--- src/verilog/axi_sram_params.svh ---
`ifndef AXI_SRAM_PARAMS_SVH
`define AXI_SRAM_PARAMS_SVH

// AXI side widths
`define AXI_ADDR_W 12
`define AXI_DATA_W 32
`define AXI_ID_W 4

// one SRAM word per 4-byte beat
`define SRAM_AW 10

// queue depths
`define AR_FIFO_DEPTH 4
`define R_FIFO_DEPTH 8

`endif

--- src/verilog/axi_sram_pkg.sv ---
`include "axi_sram_params.svh"

package axi_sram_pkg;

  // log2 of the bus byte width
  localparam logic [2:0] max_size = 3'($clog2(`AXI_DATA_W / 8));

  typedef struct packed {
    logic [`AXI_ID_W-1:0]   id;
    logic [`AXI_ADDR_W-1:0] addr;
    logic [7:0]             len;
    logic [2:0]             size;
    logic [1:0]             burst;
  } ar_req_t;

  typedef struct packed {
    logic [`AXI_ID_W-1:0] id;
    logic                 last;
  } sram_tag_t;

  typedef struct packed {
    logic [`AXI_ID_W-1:0]   id;
    logic [`AXI_DATA_W-1:0] data;
    logic                   last;
  } r_beat_t;

endpackage

--- src/verilog/axi_sram_rd_seq.sv ---
`timescale 1ns/1ps
`include "axi_sram_params.svh"

module axi_sram_rd_seq
  import axi_sram_pkg::*;
(
  input  logic                clk,
  input  logic                rst_n,

  // request side, head of the AR queue
  input  logic                req_valid,
  output logic                req_ready,
  input  ar_req_t             req,

  // single-word SRAM commands
  output logic                cmd_valid,
  input  logic                cmd_ready,
  output logic [`SRAM_AW-1:0] cmd_addr,
  output sram_tag_t           cmd_tag
);
  typedef enum logic {
    st_idle,
    st_burst
  } state_t;

  state_t                   state;
  state_t                   state_next;

  logic                     req_ready_next;
  logic                     cmd_valid_next;

  logic [`AXI_ADDR_W-1:0]   byte_addr;
  logic [`AXI_ADDR_W-1:0]   byte_addr_next;
  logic [`AXI_ADDR_W-1:0]   beat_bytes;

  logic [`AXI_ID_W-1:0]     burst_id;
  logic [`AXI_ID_W-1:0]     burst_id_next;

  logic [7:0]               beats_left;
  logic [7:0]               beats_left_next;

  logic [2:0]               beat_size;
  logic [2:0]               beat_size_next;

  logic [1:0]               burst_kind;
  logic [1:0]               burst_kind_next;

  logic                     last_beat;
  logic                     last_beat_next;

  // byte to word address
  assign cmd_addr = byte_addr[`AXI_ADDR_W-1:max_size];
  assign cmd_tag  = '{id: burst_id, last: last_beat};

  assign beat_bytes = {{(`AXI_ADDR_W - 1){1'b0}}, 1'b1} << beat_size;

  always_comb begin
    state_next      = state;
    req_ready_next  = req_ready;
    cmd_valid_next  = cmd_valid;
    byte_addr_next  = byte_addr;
    burst_id_next   = burst_id;
    beats_left_next = beats_left;
    beat_size_next  = beat_size;
    burst_kind_next = burst_kind;
    last_beat_next  = last_beat;

    case (state)
      st_idle: begin
        req_ready_next = 1'b1;

        if (req_valid && req_ready) begin
          state_next      = st_burst;
          req_ready_next  = 1'b0;
          cmd_valid_next  = 1'b1;

          byte_addr_next  = req.addr;
          burst_id_next   = req.id;
          beats_left_next = req.len;
          // no beats wider than the bus
          beat_size_next  = (req.size < max_size) ? req.size : max_size;
          burst_kind_next = req.burst;
          last_beat_next  = (req.len == 8'd0);
        end
      end

      st_burst: begin
        if (cmd_valid && cmd_ready) begin
          beats_left_next = beats_left - 8'd1;
          last_beat_next  = (beats_left == 8'd1);

          // FIXED keeps the address, everything else steps
          if (burst_kind != 2'b00) begin
            byte_addr_next = byte_addr + beat_bytes;
          end

          if (last_beat) begin
            state_next     = st_idle;
            cmd_valid_next = 1'b0;
            req_ready_next = 1'b1;
          end
        end
      end

      default: begin
        state_next = st_idle;
      end
    endcase
  end

  always_ff @(posedge clk) begin
    if (!rst_n) begin
      state     <= st_idle;
      req_ready <= 1'b0;
      cmd_valid <= 1'b0;
    end else begin
      state     <= state_next;
      req_ready <= req_ready_next;
      cmd_valid <= cmd_valid_next;
    end
  end

  // burst context
  always_ff @(posedge clk) begin
    byte_addr  <= byte_addr_next;
    burst_id   <= burst_id_next;
    beats_left <= beats_left_next;
    beat_size  <= beat_size_next;
    burst_kind <= burst_kind_next;
    last_beat  <= last_beat_next;
  end

endmodule

--- config.mk ---
export PLATFORM = sky130hd
export DESIGN_NAME = axi_sram_rd_seq
export DESIGN_NICKNAME = d
export VERILOG_FILES = /design/src/verilog/axi_sram_pkg.sv /design/src/verilog/axi_sram_rd_seq.sv
export VERILOG_INCLUDE_DIRS = /design/src /design/src/verilog
export SDC_FILE = /design/constraint.sdc
export NUM_CORES = 1
export LEC_CHECK = 0
export BUFFER_PORTS_ARGS = -buffer_cell sky130_fd_sc_hd__buf_2
export CORE_ASPECT_RATIO = 0.7
export CORE_MARGIN = 2
export CORE_UTILIZATION = 55
export CTS_CLUSTER_DIAMETER = 100
export CTS_CLUSTER_SIZE = 30
export DETAILED_ROUTE_END_ITERATION = 6
export PLACE_DENSITY = 0.82
export SETUP_SLACK_MARGIN = 0.2
export SYNTH_ARGS = -nofsm -noshare
export SYNTH_HDL_FRONTEND = slang
export SYNTH_SLANG_ARGS = --single-unit
export TNS_END_PERCENT = 1
--- constraint.sdc ---
create_clock -name clk -period 5.3 [get_ports clk]
set_clock_uncertainty 0.15 [all_clocks]
set_input_delay 1.06 -clock clk [delete_from_list [all_inputs] [get_ports clk]]
set_output_delay 1.06 -clock clk [all_outputs]
set_load 0.02 [all_outputs]
# [Word level (Yosys, flattened, before mapping)]
# Cells that the tools add are included.
[word_totals] inputBits=33 output_inout_bits=17 mem_bits_rw=0 romBits=0 mem_count=0 latchBits=0 elab_cells=50 regBits=33
[op_classes] shift=1 n_reduce_logical=9 add_sub_neg=2 n_lt_le_gt_ge=1 mux=22 n_mul=0 eq_ne=5 bitwise=1 div_mod_pow=0
[ops] cell="12-bit 2-to-1 mux" count=3
[ops] cell="12-bit one-hot mux with 2 select lines" count=1
[ops] cell="8-bit 2-to-1 mux" count=2
[ops] cell="8-bit one-hot mux with 2 select lines" count=1
[ops] cell="12-bit adder" count=1
[ops] cell="1-bit by 3-bit left shift with 12-bit output, first input constant" count=1
[ops] cell="1-bit 2-to-1 mux" count=11
[ops] cell="8-bit by 1-bit == test with 1-bit output, second input constant" count=1
[ops] cell="8-bit zero test" count=1
[ops] cell="1-bit one-hot mux with 2 select lines" count=4
[ops] cell="8-bit by 1-bit subtractor with 8-bit output, second input constant" count=1
[ops] cell="2-bit by 1-bit inequality test with 1-bit output, second input constant" count=3
[ops] cell="2-bit AND reduction" count=3
[ops] cell="3-bit AND reduction" count=2
[ops] cell="3-bit by 2-bit less-than comparator with 1-bit output, second input constant" count=1
[ops] cell="1-bit logical AND" count=2
[ops] cell="2-bit inequality test, second input constant" count=1
[ops] cell="2-bit nonzero test" count=1
[ops] cell="1-bit inverter" count=1

# [Longest topological paths before layout]
[logic_depth] ltp_word=5 ltp_mapped=9 mapped_depth_nobuf=9

# [Least setup slack after synthesis]
# OpenSTA, ideal clock, no wires.
[synth_path] path_kind="input port to flip-flop" from="input port cmd_ready" to="register byte_addr[0], enable pin" required_ns=4.752 setup_slack_ns=2.676 stages=2 path_buffers=0 setup_time_ns=0.398 arrival_ns=2.076 path_cell_list="nand3_1 -> o21ai_0"
[synth_via] elab_chain_len=3
[synth_rtl] element="start, declared" line="axi_sram_rd_seq.sv:17" text="input logic cmd_ready,"
[synth_rtl] element="1-bit logical AND" line="axi_sram_rd_seq.sv:88" text="if (cmd_valid && cmd_ready) begin"
[synth_rtl] element="2-bit by 1-bit inequality test with 1-bit output (no source line)"
[synth_rtl] element="3-bit AND reduction (no source line)"
[synth_rtl] element="end signal, assigned" line="axi_sram_rd_seq.sv:125" text="byte_addr <= byte_addr_next;"
[synth_rtl] element="end, declared" line="axi_sram_rd_seq.sv:32" text="logic [`AXI_ADDR_W-1:0] byte_addr;"
# No other way between the ends.
# A chain may end at the register's enable or synchronous reset.

# [Final worst setup path]
[layout_path] from="register beat_size[2]" to="register byte_addr[7] (data pin)"
[layout_via] elab_chain_len=5
[layout_rtl] element="start, declared" line="axi_sram_rd_seq.sv:42" text="logic [2:0] beat_size;"
[layout_rtl] element="start signal, assigned" line="axi_sram_rd_seq.sv:128" text="beat_size <= beat_size_next;"
[layout_rtl] element="1-bit by 3-bit left shift with 12-bit output" line="axi_sram_rd_seq.sv:55" text="assign beat_bytes = {{(`AXI_ADDR_W - 1){1'b0}}, 1'b1} << beat_size;"
[layout_rtl] element="12-bit adder" line="axi_sram_rd_seq.sv:94" text="byte_addr_next = byte_addr + beat_bytes;"
[layout_rtl] element="12-bit 2-to-1 mux" line="axi_sram_rd_seq.sv:93" text="if (burst_kind != 2'b00) begin"
[layout_rtl] element="12-bit 2-to-1 mux" line="axi_sram_rd_seq.sv:88"
[layout_rtl] element="12-bit one-hot mux with 2 select lines" line="axi_sram_rd_seq.sv:68" text="case (state)"
[layout_rtl] element="net byte_addr_next[7]" line="axi_sram_rd_seq.sv:33" text="logic [`AXI_ADDR_W-1:0] byte_addr_next;"
# The timed path passes the listed nets, and every way through them passes these cells. The select of a mux whose other input is x is not followed.

==> metrics.txt <==
Worst Path Required=roughly 5.2 ns; full die area=between 4000 and 5000 µm²; hold path start=cmd_valid; CP Buf/Inv Count=1; TritonRoute pass-1 iters=5; CTS buffer count=5; # H-tree levels=2; number of max-cap violations=0; Post-Synthesis Cell Area=2034 µm²; post-synth top area cell=edfxtp_1; Resized cells post-CTS=0; post-synthesis register bit count=33; Initial DRC Count=between 80 and 90; post-layout power=~0.67 mW; Worst path depth=8; hold endpoint=cmd_valid; Register-to-Register Path Depth=8; first-pass GRT wire length=6637 µm; Peak Freq=roughly 360 MHz; Worst setup EP type=flip-flop; root buffer cell=clkbuf_8; Final Max Slew Viols=0; Max Root-Sink Buffers=2; CP max stage delay=between 0.5 and 0.6 ns; Die H=~55 µm; Setup violations, final=0; post-CTS setup buffers=0; Hold Path Cell Cnt=2; placed cell count=between 200 and 300; minimum clock period=about 2.8 ns; Worst R2R Start=beat_size[2]; Wirelength per Cell=~15 µm; Synth area leaders=edfxtp_1 44%, ha_1 6.2%, buf_4 4.1%; DR WL met3=360 µm; Critical Path Start Type=flip-flop; GR Overflow Total=0; I/O pins=50; layout cell share with drive strength beyond 1=0.3077; Post-Layout Cell Count=284; die width=about 77 µm; Pleak=about 1 nW; Placed Instance Area=2258 µm²; Synth Net Count=about 230; n_diodes=0; gr usage total=0.2195; initial antenna violation count=0; Final nets=roughly 280; met2 routed WL=between 1500 and 2000 µm; Synth cell types=between 40 and 50; Final Hold Violating Endpoints=0; CORE AREA=~3500 µm²; WL final=~4400 µm; CP max stage cell=or3b_2; crit path kind=reg2reg; num rows=18; Avg Cell Area, Syn=~11 µm²; clk slew on worst S/H paths=~0.07 ns; Filler cells=about 280; final instance area=approximately 2400 µm²; run status=completed; share of synthesized flip-flops with an asynchronous set or reset=0; Sink Count=33; Final Wtd Congestion=0.8040; Port Buffers=between 40 and 50; Hold-fix buffers, CTS=0; Largest delay share family, worst path=compound AO/OA/AOI/OAI gates; Metal-1 WL=2074 µm; largest net degree at the start of global routing=30; Post-synth EDFFs=30; Top FF cell, synth=edfxtp_1; Area Overhead vs Synth=16.24%; arrival time at the worst endpoint=roughly 2.7 ns; Final period util=0.5216; worst-path cell chain=or3b_2 > inv_1 > ha_1 > a211oi_2 > o21ai_2 > a31oi_2 > xnor2_1 > mux2_4; Top Layer Used=met4; maximum vdd ir drop=approximately 0.11 mV; Seq/Total Area, Yosys=0.4723; reg2reg end=byte_addr[7]; DP HPWL=between 3000 and 4000 µm; HP Class=reg2reg; Routed Antenna Nets=0; Initial Utilization=0.5754; Final Util=0.6688; DRC=0; via count=1,587; area share of the largest cell type after synthesis=0.4428; Worst-Skew Late Latency=around 0.29 ns; Synth warnings=0; PwrDens=281.3 nW/µm²; RSZ-0062 raised after global routing=false; CTS tree=yes; Setup TNS Final=0 ns; Gate Count Post-Synth=between 150 and 200; number of vias per cell=about 5.6; vias in the first global route=between 1k and 1.5k; maximum fanout along the worst path=8; reg2reg setup slack=2.54 ns
layout make-up:
cell class | instances | area (µm²) | area share
Sequential cell | 33 | 960.9 | 0.4063
Multi-Input combinational cell | 132 | 937.1 | 0.3963
Timing Repair Buffer | 51 | 260.3 | 0.1101
Clock buffer | 6 | 72.57 | 0.03069
Tap cell | 50 | 62.56 | 0.02646
Inverter | 10 | 37.54 | 0.01587
Clock inverter | 2 | 33.78 | 0.01429
tightest hold or removal path: cells and delay by family (launching register included):
family,cells,cell delay (ns)
AO/OA/AOI/OAI,1,0.06
flip-flops,1,0.33
AND/OR/NAND/NOR,1,0.06
routing by layer:
metal,up-vias,global-route usage
li1,766,-
met1,749,0.2896
met2,65,0.3377
met3,7,0.05941
met4,0,0.1182
met5,-,0
sequential cells by signal, summed over array words and instances (netlist names):
signal / cells
req_ready: 1
beat_size: 3
burst_id: 4
cmd_valid: 1
last_beat: 1
burst_kind: 2
state: 1
byte_addr: 12
beats_left: 8
report_power, final:
part / leakage (nW) / internal, mW / total, mW / switching [mW]
Clock: 0.0528 / 0.139 / 0.234 / 0.0956
Combinational: 0.648 / 0.0470 / 0.111 / 0.0640
Sequential: 0.303 / 0.306 / 0.320 / 0.0137
logic make-up (layout without fill, tap and decap cells):
group           Yosys count  after routing  share of synthesized area
other cells               1              1                   0.001843
simple gates             62             62                     0.1581
fa+ha+maj                11             11                    0.07134
xor+xnor                 13             13                    0.05597
flops                    33             33                     0.4723
buf+inv                  25             69                    0.06704
compound gates           37             37                     0.1279
mux                       8              8                    0.04551
cell usage in the layout (no fill, tap or decap), types with 3 or more instances in the layout:
cell       n
clkbuf_8   5
nand2_1   17
nor2_1    18
o21ai_0    3
xnor2_1    9
xor2_1     4
mux2_2     6
edfxtp_1  30
a21oi_1   14
nor3_1     4
dfxtp_1    3
ha_1      10
inv_1     10
a21o_1     3
nand3_1    6
buf_2     49
worst max-delay path by stage:
stage                 start            to
2_1_floorplan     cmd_ready  byte_addr[0]
3_3_place_gp   beat_size[2]  byte_addr[7]
5_1_grt        beat_size[2]  byte_addr[7]
3_5_place_dp   beat_size[2]  byte_addr[7]
4_1_cts        beat_size[2]  byte_addr[7]
6_report       beat_size[2]  byte_addr[7]
cells in the mapped netlist, types with 2 or more instances:
library cell / number
edfxtp_1: 30
nor2_1: 18
nand2_1: 17
a21oi_1: 14
buf_4: 11
ha_1: 10
inv_1: 10
xnor2_1: 9
mux2_2: 6
nand3_1: 6
nor3_1: 4
o21ai_0: 4
xor2_1: 4
a21o_1: 3
clkbuf_1: 3
dfxtp_1: 3
a21boi_0: 2
and3_1: 2
and3b_1: 2
nand2b_1: 2
nand4_1: 2
nor3b_1: 2
o211ai_1: 2
through the flow:
stage / setup slack (ns) / hold WS, ns
finish: 2.536 / 0.3466
global placement: 2.647 / 0.3355
CTS: 2.531 / 0.3484
global route: 2.438 / 0.4023
detailed placement: 2.537 / 0.3384
floorplan: 2.676 / 0.4105
Power figures use the tool's default switching activity.
