File: src/verilog/sync_fifo.sv
`timescale 1ns/1ps

module sync_fifo #(
  parameter type payload_t = logic [7:0],
  parameter int  DEPTH     = 4
) (
  input  logic     clk,
  input  logic     rst_n,
  input  logic     push,
  input  payload_t din,
  output logic     full,
  input  logic     pop,
  output payload_t dout,
  output logic     empty
);
  localparam int PTR_W = (DEPTH > 1) ? $clog2(DEPTH) : 1;
  localparam int CNT_W = $clog2(DEPTH + 1);

  payload_t             mem [DEPTH];
  logic     [PTR_W-1:0] wr_ptr;
  logic     [PTR_W-1:0] rd_ptr;
  logic     [CNT_W-1:0] count;
  logic     [CNT_W-1:0] count_next;
  logic                 do_push;
  logic                 do_pop;

  assign do_push = push && !full;
  assign do_pop  = pop && !empty;

  // head is visible without a read cycle
  assign dout = mem[rd_ptr];

  always_comb begin
    count_next = count;
    if (do_push && !do_pop) begin
      count_next = count + CNT_W'(1);
    end else if (do_pop && !do_push) begin
      count_next = count - CNT_W'(1);
    end
  end

  always_ff @(posedge clk) begin
    if (do_push) begin
      mem[wr_ptr] <= din;
    end
  end

  always_ff @(posedge clk) begin
    if (!rst_n) begin
      wr_ptr <= '0;
      rd_ptr <= '0;
      count  <= '0;
      // hold off writers while in reset
      full   <= 1'b1;
      empty  <= 1'b1;
    end else begin
      if (do_push) begin
        wr_ptr <= (wr_ptr == PTR_W'(DEPTH - 1)) ? '0 : wr_ptr + PTR_W'(1);
      end
      if (do_pop) begin
        rd_ptr <= (rd_ptr == PTR_W'(DEPTH - 1)) ? '0 : rd_ptr + PTR_W'(1);
      end
      count <= count_next;
      full  <= (count_next == CNT_W'(DEPTH));
      empty <= (count_next == '0);
    end
  end

endmodule
File: config.mk
export PLATFORM = sky130hd
export DESIGN_NAME = sync_fifo
export DESIGN_NICKNAME = d
export VERILOG_FILES = /design/src/verilog/sync_fifo.sv
export SDC_FILE = /design/constraint.sdc
export NUM_CORES = 1
export LEC_CHECK = 0
export BUFFER_PORTS_ARGS = -buffer_cell sky130_fd_sc_hd__buf_2
export CORE_ASPECT_RATIO = 0.7
export CORE_UTILIZATION = 32
export CTS_CLUSTER_DIAMETER = 120
export DETAILED_ROUTE_END_ITERATION = 6
export PLACE_DENSITY_LB_ADDON = 0.2
export SLEW_MARGIN = 10
export SYNTH_ARGS = -nofsm -noshare
export SYNTH_HDL_FRONTEND = slang
export SYNTH_SLANG_ARGS = --single-unit
File: constraint.sdc
create_clock -name clk -period 1.8 [get_ports clk]
set_input_delay 0.18 -clock clk [delete_from_list [all_inputs] [get_ports clk]]
set_output_delay 0.18 -clock clk [all_outputs]
set_load 0.01 [all_outputs]
# After elaboration in Yosys (flattened, before gate mapping)
# Memories as Yosys holds them, arrays and structs flattened. A register that Yosys moved wholly into a read port is not among the register bits.
# Cells that the tools add are included.
[classes]
eq_ne = 3
n_reduce_logical = 9
mux = 8
add_sub_neg = 4
[op_table]
columns = ["cell", "count"]
rows = [
  ["two-way mux 2 bit", 4],
  ["two-way mux 3 bit", 2],
  ["adder 2 x 1 -> 2 bit, second input constant", 2],
  ["== test 2 bit, second input constant", 2],
  ["logical AND 1 bit", 4],
  ["logical NOT 1 bit", 4],
  ["adder 3 x 1 -> 3 bit, second input constant", 1],
  ["== test 3 bit, second input constant", 1],
  ["logical NOT 3 bit", 1],
  ["subtractor 3 x 1 -> 3 bit, second input constant", 1],
  ["two-way mux 1 bit", 2],
]
[totals]
in_bits = 12
output_inout_bits = 10
memories = 1
word_cells = 30
ff_bits = 9
ram_bits = 32
[mem_list]
columns = ["name", "depth", "word_bits", "read_ports", "rd_clocked_by_memory_dff", "write_ports", "line_no", "rtl"]
rows = [
  ["mem", 4, 8, 1, 1, 1, "19", "payload_t mem [DEPTH];"],
]

# Longest topological paths before layout
# Gate-level depths: netlist of the first run.
[depth]
word_depth = 7
depth_mapped = 6
mapped_depth_nobuf = 6

# Least setup slack after synthesis of the first run
# OpenSTA, ideal clock, no wires.
[synth_timing]
path_type = "reg-to-reg"
from = "register count[0]"
to = "register empty"
setup_time_ps = 87
path_slack_ps = 396
stages_incl_launch_ff = 6
t_arrival_ps = 1317
synth_period_minus_slack_ps = 1404
cell_sequence = "dfxtp_1 inv_1 ha_1 nor4_2 a311oi_2 o31ai_1"
[synth_via]
elab_chain_cells = 4
elab_cells_between_ends = 5
classes_between = "add/sub (2); mux (2); reduce/logical (1)"
[synth_lines]
columns = ["element", "line_no", "rtl"]
rows = [
  ["from (decl)", "22", "logic [CNT_W-1:0] count;"],
  ["from (signal assigned)", "63", "count <= count_next;"],
  ["subtractor 3 x 1 -> 3 bit", "38", "count_next = count - CNT_W'(1);"],
  ["two-way mux 3 bit", "37", "end else if (do_pop && !do_push) begin"],
  ["two-way mux 3 bit (*)", "35", "if (do_push && !do_pop) begin"],
  ["logical NOT 3 bit (*)", "65", "empty <= (count_next == '0);"],
  ["to (signal assigned)", "65", ""],
  ["to (decl)", "14", "output logic empty"],
]
# Every way passes the cells marked *; elsewhere a longest branch is shown, timed or not.
# A chain may end at the register's enable or synchronous reset.

==> metrics.md, run 1 <==
| Metric | Value |
|---|---|
| Core Area | `approximately 0.0054 mm^2` |
| Post-synth top area share | `a little over half` |
| Family with the most delay on the worst path | `multiplexers` |
| Setup Viol. Count Final | `0` |
| Hold_buf cts | `0` |
| Synth area leader | `edfxtp_1` |
| Sequential fraction of the synthesis area | `between 60% and 70%` |
| Maximum clock rate | `around 610 MHz` |
| Crit-path cells | `buf_4, mux4_2, buf_2` |
| Antenna-violating nets left | `0` |
| CTS Sinks | `43` |
| Cell Count, Final, Fillers Out | `about 210` |
| IO Count | `22` |
| Syn Nets | `between 100 and 150` |
| WL/cell | `14.2 um` |
| Final Util | `just under 40%` |
| Max-cap violation count | `0` |
| RePlAce Congestion | `roughly 0.70` |
| Worst skew pair latency | `0.28 ns` |
| Synth top area cells | `edfxtp_1 (52%), dfxtp_1 (12%), mux4_2 (9.8%)` |
| Ys flop type | `edfxtp_1` |
| TritonCTS clock tree | `built` |
| Worst-case reg-to-reg path depth | `5` |
| Critical path launch point type | `register` |
| Leak Pwr | `between 0.0007 and 0.0008 uW` |
| Hold Worst Slack | `~0.11 ns` |
| Worst Path Required | `~1.6 ns` |
| Most frequent cell after synthesis | `edfxtp_1` |
| Die span in y | `~65 um` |
| Outcome | `completed` |
| Overall power | `roughly 2400 uW` |
| Clock-pin slew on the worst setup and hold paths | `0.07 ns` |
| Cells after Synth | `~120` |
| Multi-input gate area | `between 500 and 600 um^2` |
| PortBufs | `21` |
| HP Class | `input port to register` |
| Fin Clk Skew | `between 0.002 and 0.0025 ns` |
| Final setup TNS | `0 ns` |
| Asr flop ratio synth | `0%` |
| Hold Vio Cnt, Final | `0` |
| Final WL | `2.99 mm` |
| Yosys Warn Count | `0` |
| Via count | `approximately 1000` |
| Seq cells post-synth | `between 40 and 50` |
| CP max stage cell | `mux4_2` |
| Synthesized area per cell | `between 15 and 20 um^2` |
| CP peak stage delay | `0.52 ns` |
| Worst path arrival time | `approximately 1.5 ns` |
| Layout cells sized above 1 | `30.9%` |
| WS Path Type | `register to primary output` |
| Iteration-0 DRC count of the detailed router | `37` |
| Cells after DPL | `just over 200` |
| Post-synth EDFFs | `32` |
| Reg area | `about 0.0012 mm^2` |
| Final HPWL DP | `approximately 2.2 mm` |
| Pin count of the biggest net entering global routing | `13` |
| Tmin final | `approximately 1.6 ns` |
| Number of global-route vias before repair | `between 900 and 1000` |
| CP endpoint kind | `primary output` |
| RSZ-0062 raised after global routing | `false` |
| Initial DRT Pass Iterations | `4` |
| CP Depth | `3` |
| Vias per inst | `4.73` |
| # Post-CTS Setup Buffers | `0` |
| Initial antenna violation count | `0` |
| Post-synth top cells | `edfxtp_1 (32), dfxtp_1 (11), mux4_2 (8)` |
| Filler cells | `518` |
| Die area | `0.00604 mm^2` |
| Cts repair resizes | `0` |
| Nets | `158` |
| Die W | `92.5 um` |
| First-pass GRT wire length | `4.93 mm` |
| Row Count | `22` |
| DR DRC count | `0` |
| H-Tree Level Count | `2` |
| Period utilisation layout | `between 90% and 100%` |
| Area growth syn-to-layout | `12.9%` |
| Worst Path Max Fanout | `8` |
| Clock Path Buffers | `2` |
| Worst slew margin | `between 60 and 70%` |
| Least-Margin Pin Slew | `0.467 ns` |
| # diodes | `0` |
| WP buf/inv | `2` |
| PwrDens | `roughly 1100 mW/mm^2` |
| Total global routing track utilization | `approximately 11%` |
| Clk root buf | `clkbuf_8` |
| Max Slew Vio Count | `0` |
| Post-synth cell types | `30` |
| Mapped Area | `between 0.0015 and 0.002 mm^2` |
| Min-Delay Path Depth | `1` |
| Grt ovf | `0` |
| Initial Util | `around 34%` |
| VDD IR max | `roughly 0.00030 V` |
| TritonCTS Buffers | `5` |
-- worst register-to-register path, delay by kind of cell (launching register included) --
family | cells | cell delay (ns)
fa+ha+maj | 1 | 0.35
flops | 1 | 0.39
simple gates | 1 | 0.31
buf+inv | 1 | 0.11
compound gates | 2 | 0.31
-- cells in the final DEF, fill, tap and decap left out, types with 2 or more instances in the layout --
| cell type | n |
|---|---|
| buf_2 | 21 |
| inv_1 | 4 |
| a21oi_1 | 3 |
| dfxtp_1 | 11 |
| mux4_2 | 8 |
| buf_4 | 2 |
| a21boi_0 | 5 |
| edfxtp_1 | 32 |
| ha_1 | 7 |
| nor2b_1 | 2 |
| nand2b_1 | 2 |
| nor3_1 | 5 |
| o21ai_0 | 3 |
| clkbuf_8 | 5 |
| nor3b_1 | 3 |
| nand3_1 | 2 |
| nand2_1 | 5 |
| and2_1 | 5 |
| o31ai_1 | 2 |
-- worst paths after layout --
path,startpoint,to,slack (ns)
worst min-delay path,din[6],mem[3][6],0.11
worst min register to register,rd_ptr[1],rd_ptr[1],0.49
worst max-delay path,register,dout[3],0.16
worst max register to register,count[0],full,0.24
-- power breakdown --
group	internal, uW	total [uW]	switching [uW]
Clock	258	547	289
Sequential	1160	1220	64.3
Combinational	279	581	301
Total	1700	2350	655
-- registers in the layout, indices dropped and copies added, names as in the netlist, named ones only --
register	flops
mem	32
count	3
wr_ptr	2
rd_ptr	2
empty	1
full	1
-- per-stage QoR --
step	cell area, um^2	setup slack [ns]
6_report	2070	0.156
3_5_place_dp	1990	0.264
3_3_place_gp	1990	0.345
4_1_cts	2070	0.116
2_1_floorplan	1830	0.396
5_1_grt	2070	0.0664
-- cells by family after synthesis --
kind of cell,Yosys count,synth area share (%)
DFF,43,64.4
and+or+nand+nor,29,9.69
AOI/OAI and AO/OA,16,6.34
buffers and inverters,11,3.61
muxes,8,9.82
adders and majority gates,7,4.77
xor gates and xnor gates,2,1.36
-- metal layers --
metal	part of all wire [%]	vias to the layer above	track usage [%]
met5	0	-	0
met1	45	496	13.6
li1	-	478	-
met2	49	20	18.7
met3	5.2	5	4.86
met4	1.0	0	3.71
-- cell type report --
type	instances	share of cell area, %
sequential	43	57.0
multi-input combinational	62	28.3
timing repair buffer	23	5.80
tap	72	4.35
clock buffer	5	3.32
inverter	4	0.725
clock inverter	2	0.423
Note: power is estimated with default switching activity, not from simulation.
==> run 2, diff against run 1 <==
--- a/config.mk
+++ b/config.mk
@@ -10,6 +10,7 @@
 export CORE_UTILIZATION = 32
 export CTS_CLUSTER_DIAMETER = 120
 export DETAILED_ROUTE_END_ITERATION = 6
+export HOLD_SLACK_MARGIN = 0.15
 export PLACE_DENSITY_LB_ADDON = 0.2
 export SLEW_MARGIN = 10
 export SYNTH_ARGS = -nofsm -noshare
==> metrics.md, run 2 (same netlist as run 1, synthesis figures left out) <==
| Metric | Value |
|---|---|
| HP Class | `input port to register` |
| Max-cap violation count | `0 (unchanged)` |
| Crit-path cells | `buf_4, mux4_2, buf_2` |
| Commonest non-fill, non-tap cell in the layout | `edfxtp_1` |
| Setup Viol. Count Final | `0 (unchanged)` |
| CP max stage cell | `mux4_2` |
| CP peak stage delay | `0.52 ns (about the same)` |
| Final HPWL DP | `2.18 mm (unchanged)` |
| Cell Area, Placed | `0.00199 mm^2 (unchanged)` |
| Maximum clock rate | `608 MHz (about the same)` |
| Worst skew pair latency | `0.28 ns (about the same)` |
| Hold Vio Cnt, Final | `0 (unchanged)` |
| Critical path launch point type | `register` |
| Hold path startpoint | `rst_n` |
| Period utilisation layout | `91.4% (about the same)` |
| Final WL | `3.03 mm (+1.2%)` |
| Total global routing track utilization | `11.5% (+0.13 points)` |
| Hold EP | `empty` |
| Layout cells sized above 1 | `29.3% (-1.7 points)` |
| Die span in y | `65.3 um (unchanged)` |
| CTS Sinks | `43 (unchanged)` |
| Fin Clk Skew | `0.00194 ns (-0.000428 ns)` |
| Tmin final | `1.64 ns (+0.000178 ns)` |
| CP endpoint kind | `primary output` |
| WL/cell | `13.8 um (-2.5%)` |
| PwrDens | `1100 mW/mm^2 (-3.2%)` |
| Clock Path Buffers | `2 (unchanged)` |
| Number of global-route vias before repair | `1025 (+2.8%)` |
| R2r endpoint | `full` |
| Initial DRT Pass Iterations | `4 (unchanged)` |
| Nets | `166 (+5.1%)` |
| PortBufs | `21 (unchanged)` |
| Worst Path Max Fanout | `8 (unchanged)` |
| Vias per inst | `4.71 (-0.47%)` |
| Max reg flops | `32 (unchanged)` |
| Die W | `92.5 um (unchanged)` |
| Iteration-0 DRC count of the detailed router | `41 (+11%)` |
| Max Slew Vio Count | `0 (unchanged)` |
| DR DRC count | `0 (unchanged)` |
| Largest register by flop count | `mem` |
| Area growth syn-to-layout | `17.3%` |
| Reg-to-Reg Start | `count[0]` |
| Leak Pwr | `0.000750 uW (+4.7%)` |
| TritonCTS clock tree | `built` |
| H-Tree Level Count | `2 (unchanged)` |
| WS Path Type | `register to primary output` |
| RePlAce Congestion | `0.700 (unchanged)` |
| Post-route cell area | `0.00215 mm^2 (+3.9%)` |
| Outcome | `completed` |
| # diodes | `0 (unchanged)` |
| Via count | `1032 (+3.3%)` |
| Flop-to-flop setup slack | `0.24 ns (about the same)` |
| Worst slew margin | `68.8% (about the same)` |
| First-pass GRT wire length | `5.00 mm (+1.4%)` |
| TritonCTS Buffers | `5 (unchanged)` |
| Filler cells | `521 (+0.58%)` |
| Biggest regs | `mem: 32 flops, count: 3 flops` |
| Cell Count, Final, Fillers Out | `219 (+3.8%)` |
| Grt ovf | `0 (unchanged)` |
| Least-Margin Pin Slew | `0.467 ns (+0.000246 ns)` |
| Worst-case reg-to-reg path depth | `5 (unchanged)` |
| Cells after DPL | `204 (unchanged)` |
| Worst Path Required | `1.62 ns (about the same)` |
| Die area | `0.00604 mm^2 (unchanged)` |
| Cts repair resizes | `0 (unchanged)` |
| Initial Util | `34.2% (unchanged)` |
| # Post-CTS Setup Buffers | `0 (unchanged)` |
| RSZ-0062 raised after global routing | `false` |
| Clk root buf | `clkbuf_8` |
| Row Count | `22 (unchanged)` |
| Hold_buf cts | `8 (+8)` |
| Core Area | `0.00537 mm^2 (unchanged)` |
| Commonest cells after routing, fill and taps aside | `edfxtp_1 (32), buf_2 (21), dfxtp_1 (11)` |
| VDD IR max | `0.000300 V (+0.31%)` |
| Clock-pin slew on the worst setup and hold paths | `0.07 ns (about the same)` |
| Pin count of the biggest net entering global routing | `13 (unchanged)` |
| Worst path arrival time | `1.46 ns (about the same)` |
| Final Util | `40.1% (+1.5 points)` |
| Antenna-violating nets left | `0 (unchanged)` |
| Min-Delay Path Depth | `2 (+1)` |
| Initial antenna violation count | `0 (unchanged)` |
| Final setup TNS | `0 ns (unchanged)` |
| Overall power | `2360 uW (+0.50%)` |
| IO Count | `22 (unchanged)` |
-- run 2: final cells by class --
cell class	instances	area, um^2	area share [%]
clock buffers	5	68.8	3.20
clock inverters	2	8.76	0.407
inverters	4	15.0	0.698
multi-input cells	62	587	27.3
flip-flops and latches	43	1180	54.9
well taps	72	90.1	4.19
repair buffers	31	200	9.31
-- run 2: critical path, delay by kind of cell (launching register included) --
family / cells / cell delay [ns]
multiplexers: 1 / 0.52
buffers and inverters: 2 / 0.35
flip-flops: 1 / 0.31
-- run 2: where the power goes --
| part | internal, uW | leakage [uW] | switching [uW] |
|---|---|---|---|
| registers | 1160 | 0.000381 | 63.5 |
| clock network | 258 | 0.0000414 | 289 |
| logic | 291 | 0.000328 | 303 |
| total | 1710 | 0.000750 | 656 |
-- run 2: metrics by stage --
stage	worst slack [ns]	hold slack, ns
after CTS	0.116	0.161
after global placement	0.345	0.391
after detailed placement	0.264	0.401
after floorplan	0.396	0.279
final	0.155	0.170
after global routing	0.0664	0.165
-- run 2: worst max-delay path by stage --
| stage | slack, ns | start | end | depth (start not counted) |
|---|---|---|---|---|
| after floorplan | 0.40 | count[0] | empty | 5 |
| after global placement | 0.34 | count[0] | empty | 5 |
| after CTS | 0.12 | register | dout[1] | 3 |
| after global routing | 0.07 | register | dout[1] | 3 |
| final | 0.16 | register | dout[3] | 3 |
| after detailed placement | 0.26 | count[0] | full | 5 |
-- run 2: layer usage --
metal | GRT usage, % | vias to the layer above | wire (um)
met4 | 3.71 | 0 | 31
met1 | 13.8 | 507 | 1350
li1 | - | 492 | -
met5 | 0 | - | 0
met2 | 19.2 | 28 | 1470
met3 | 4.63 | 5 | 174
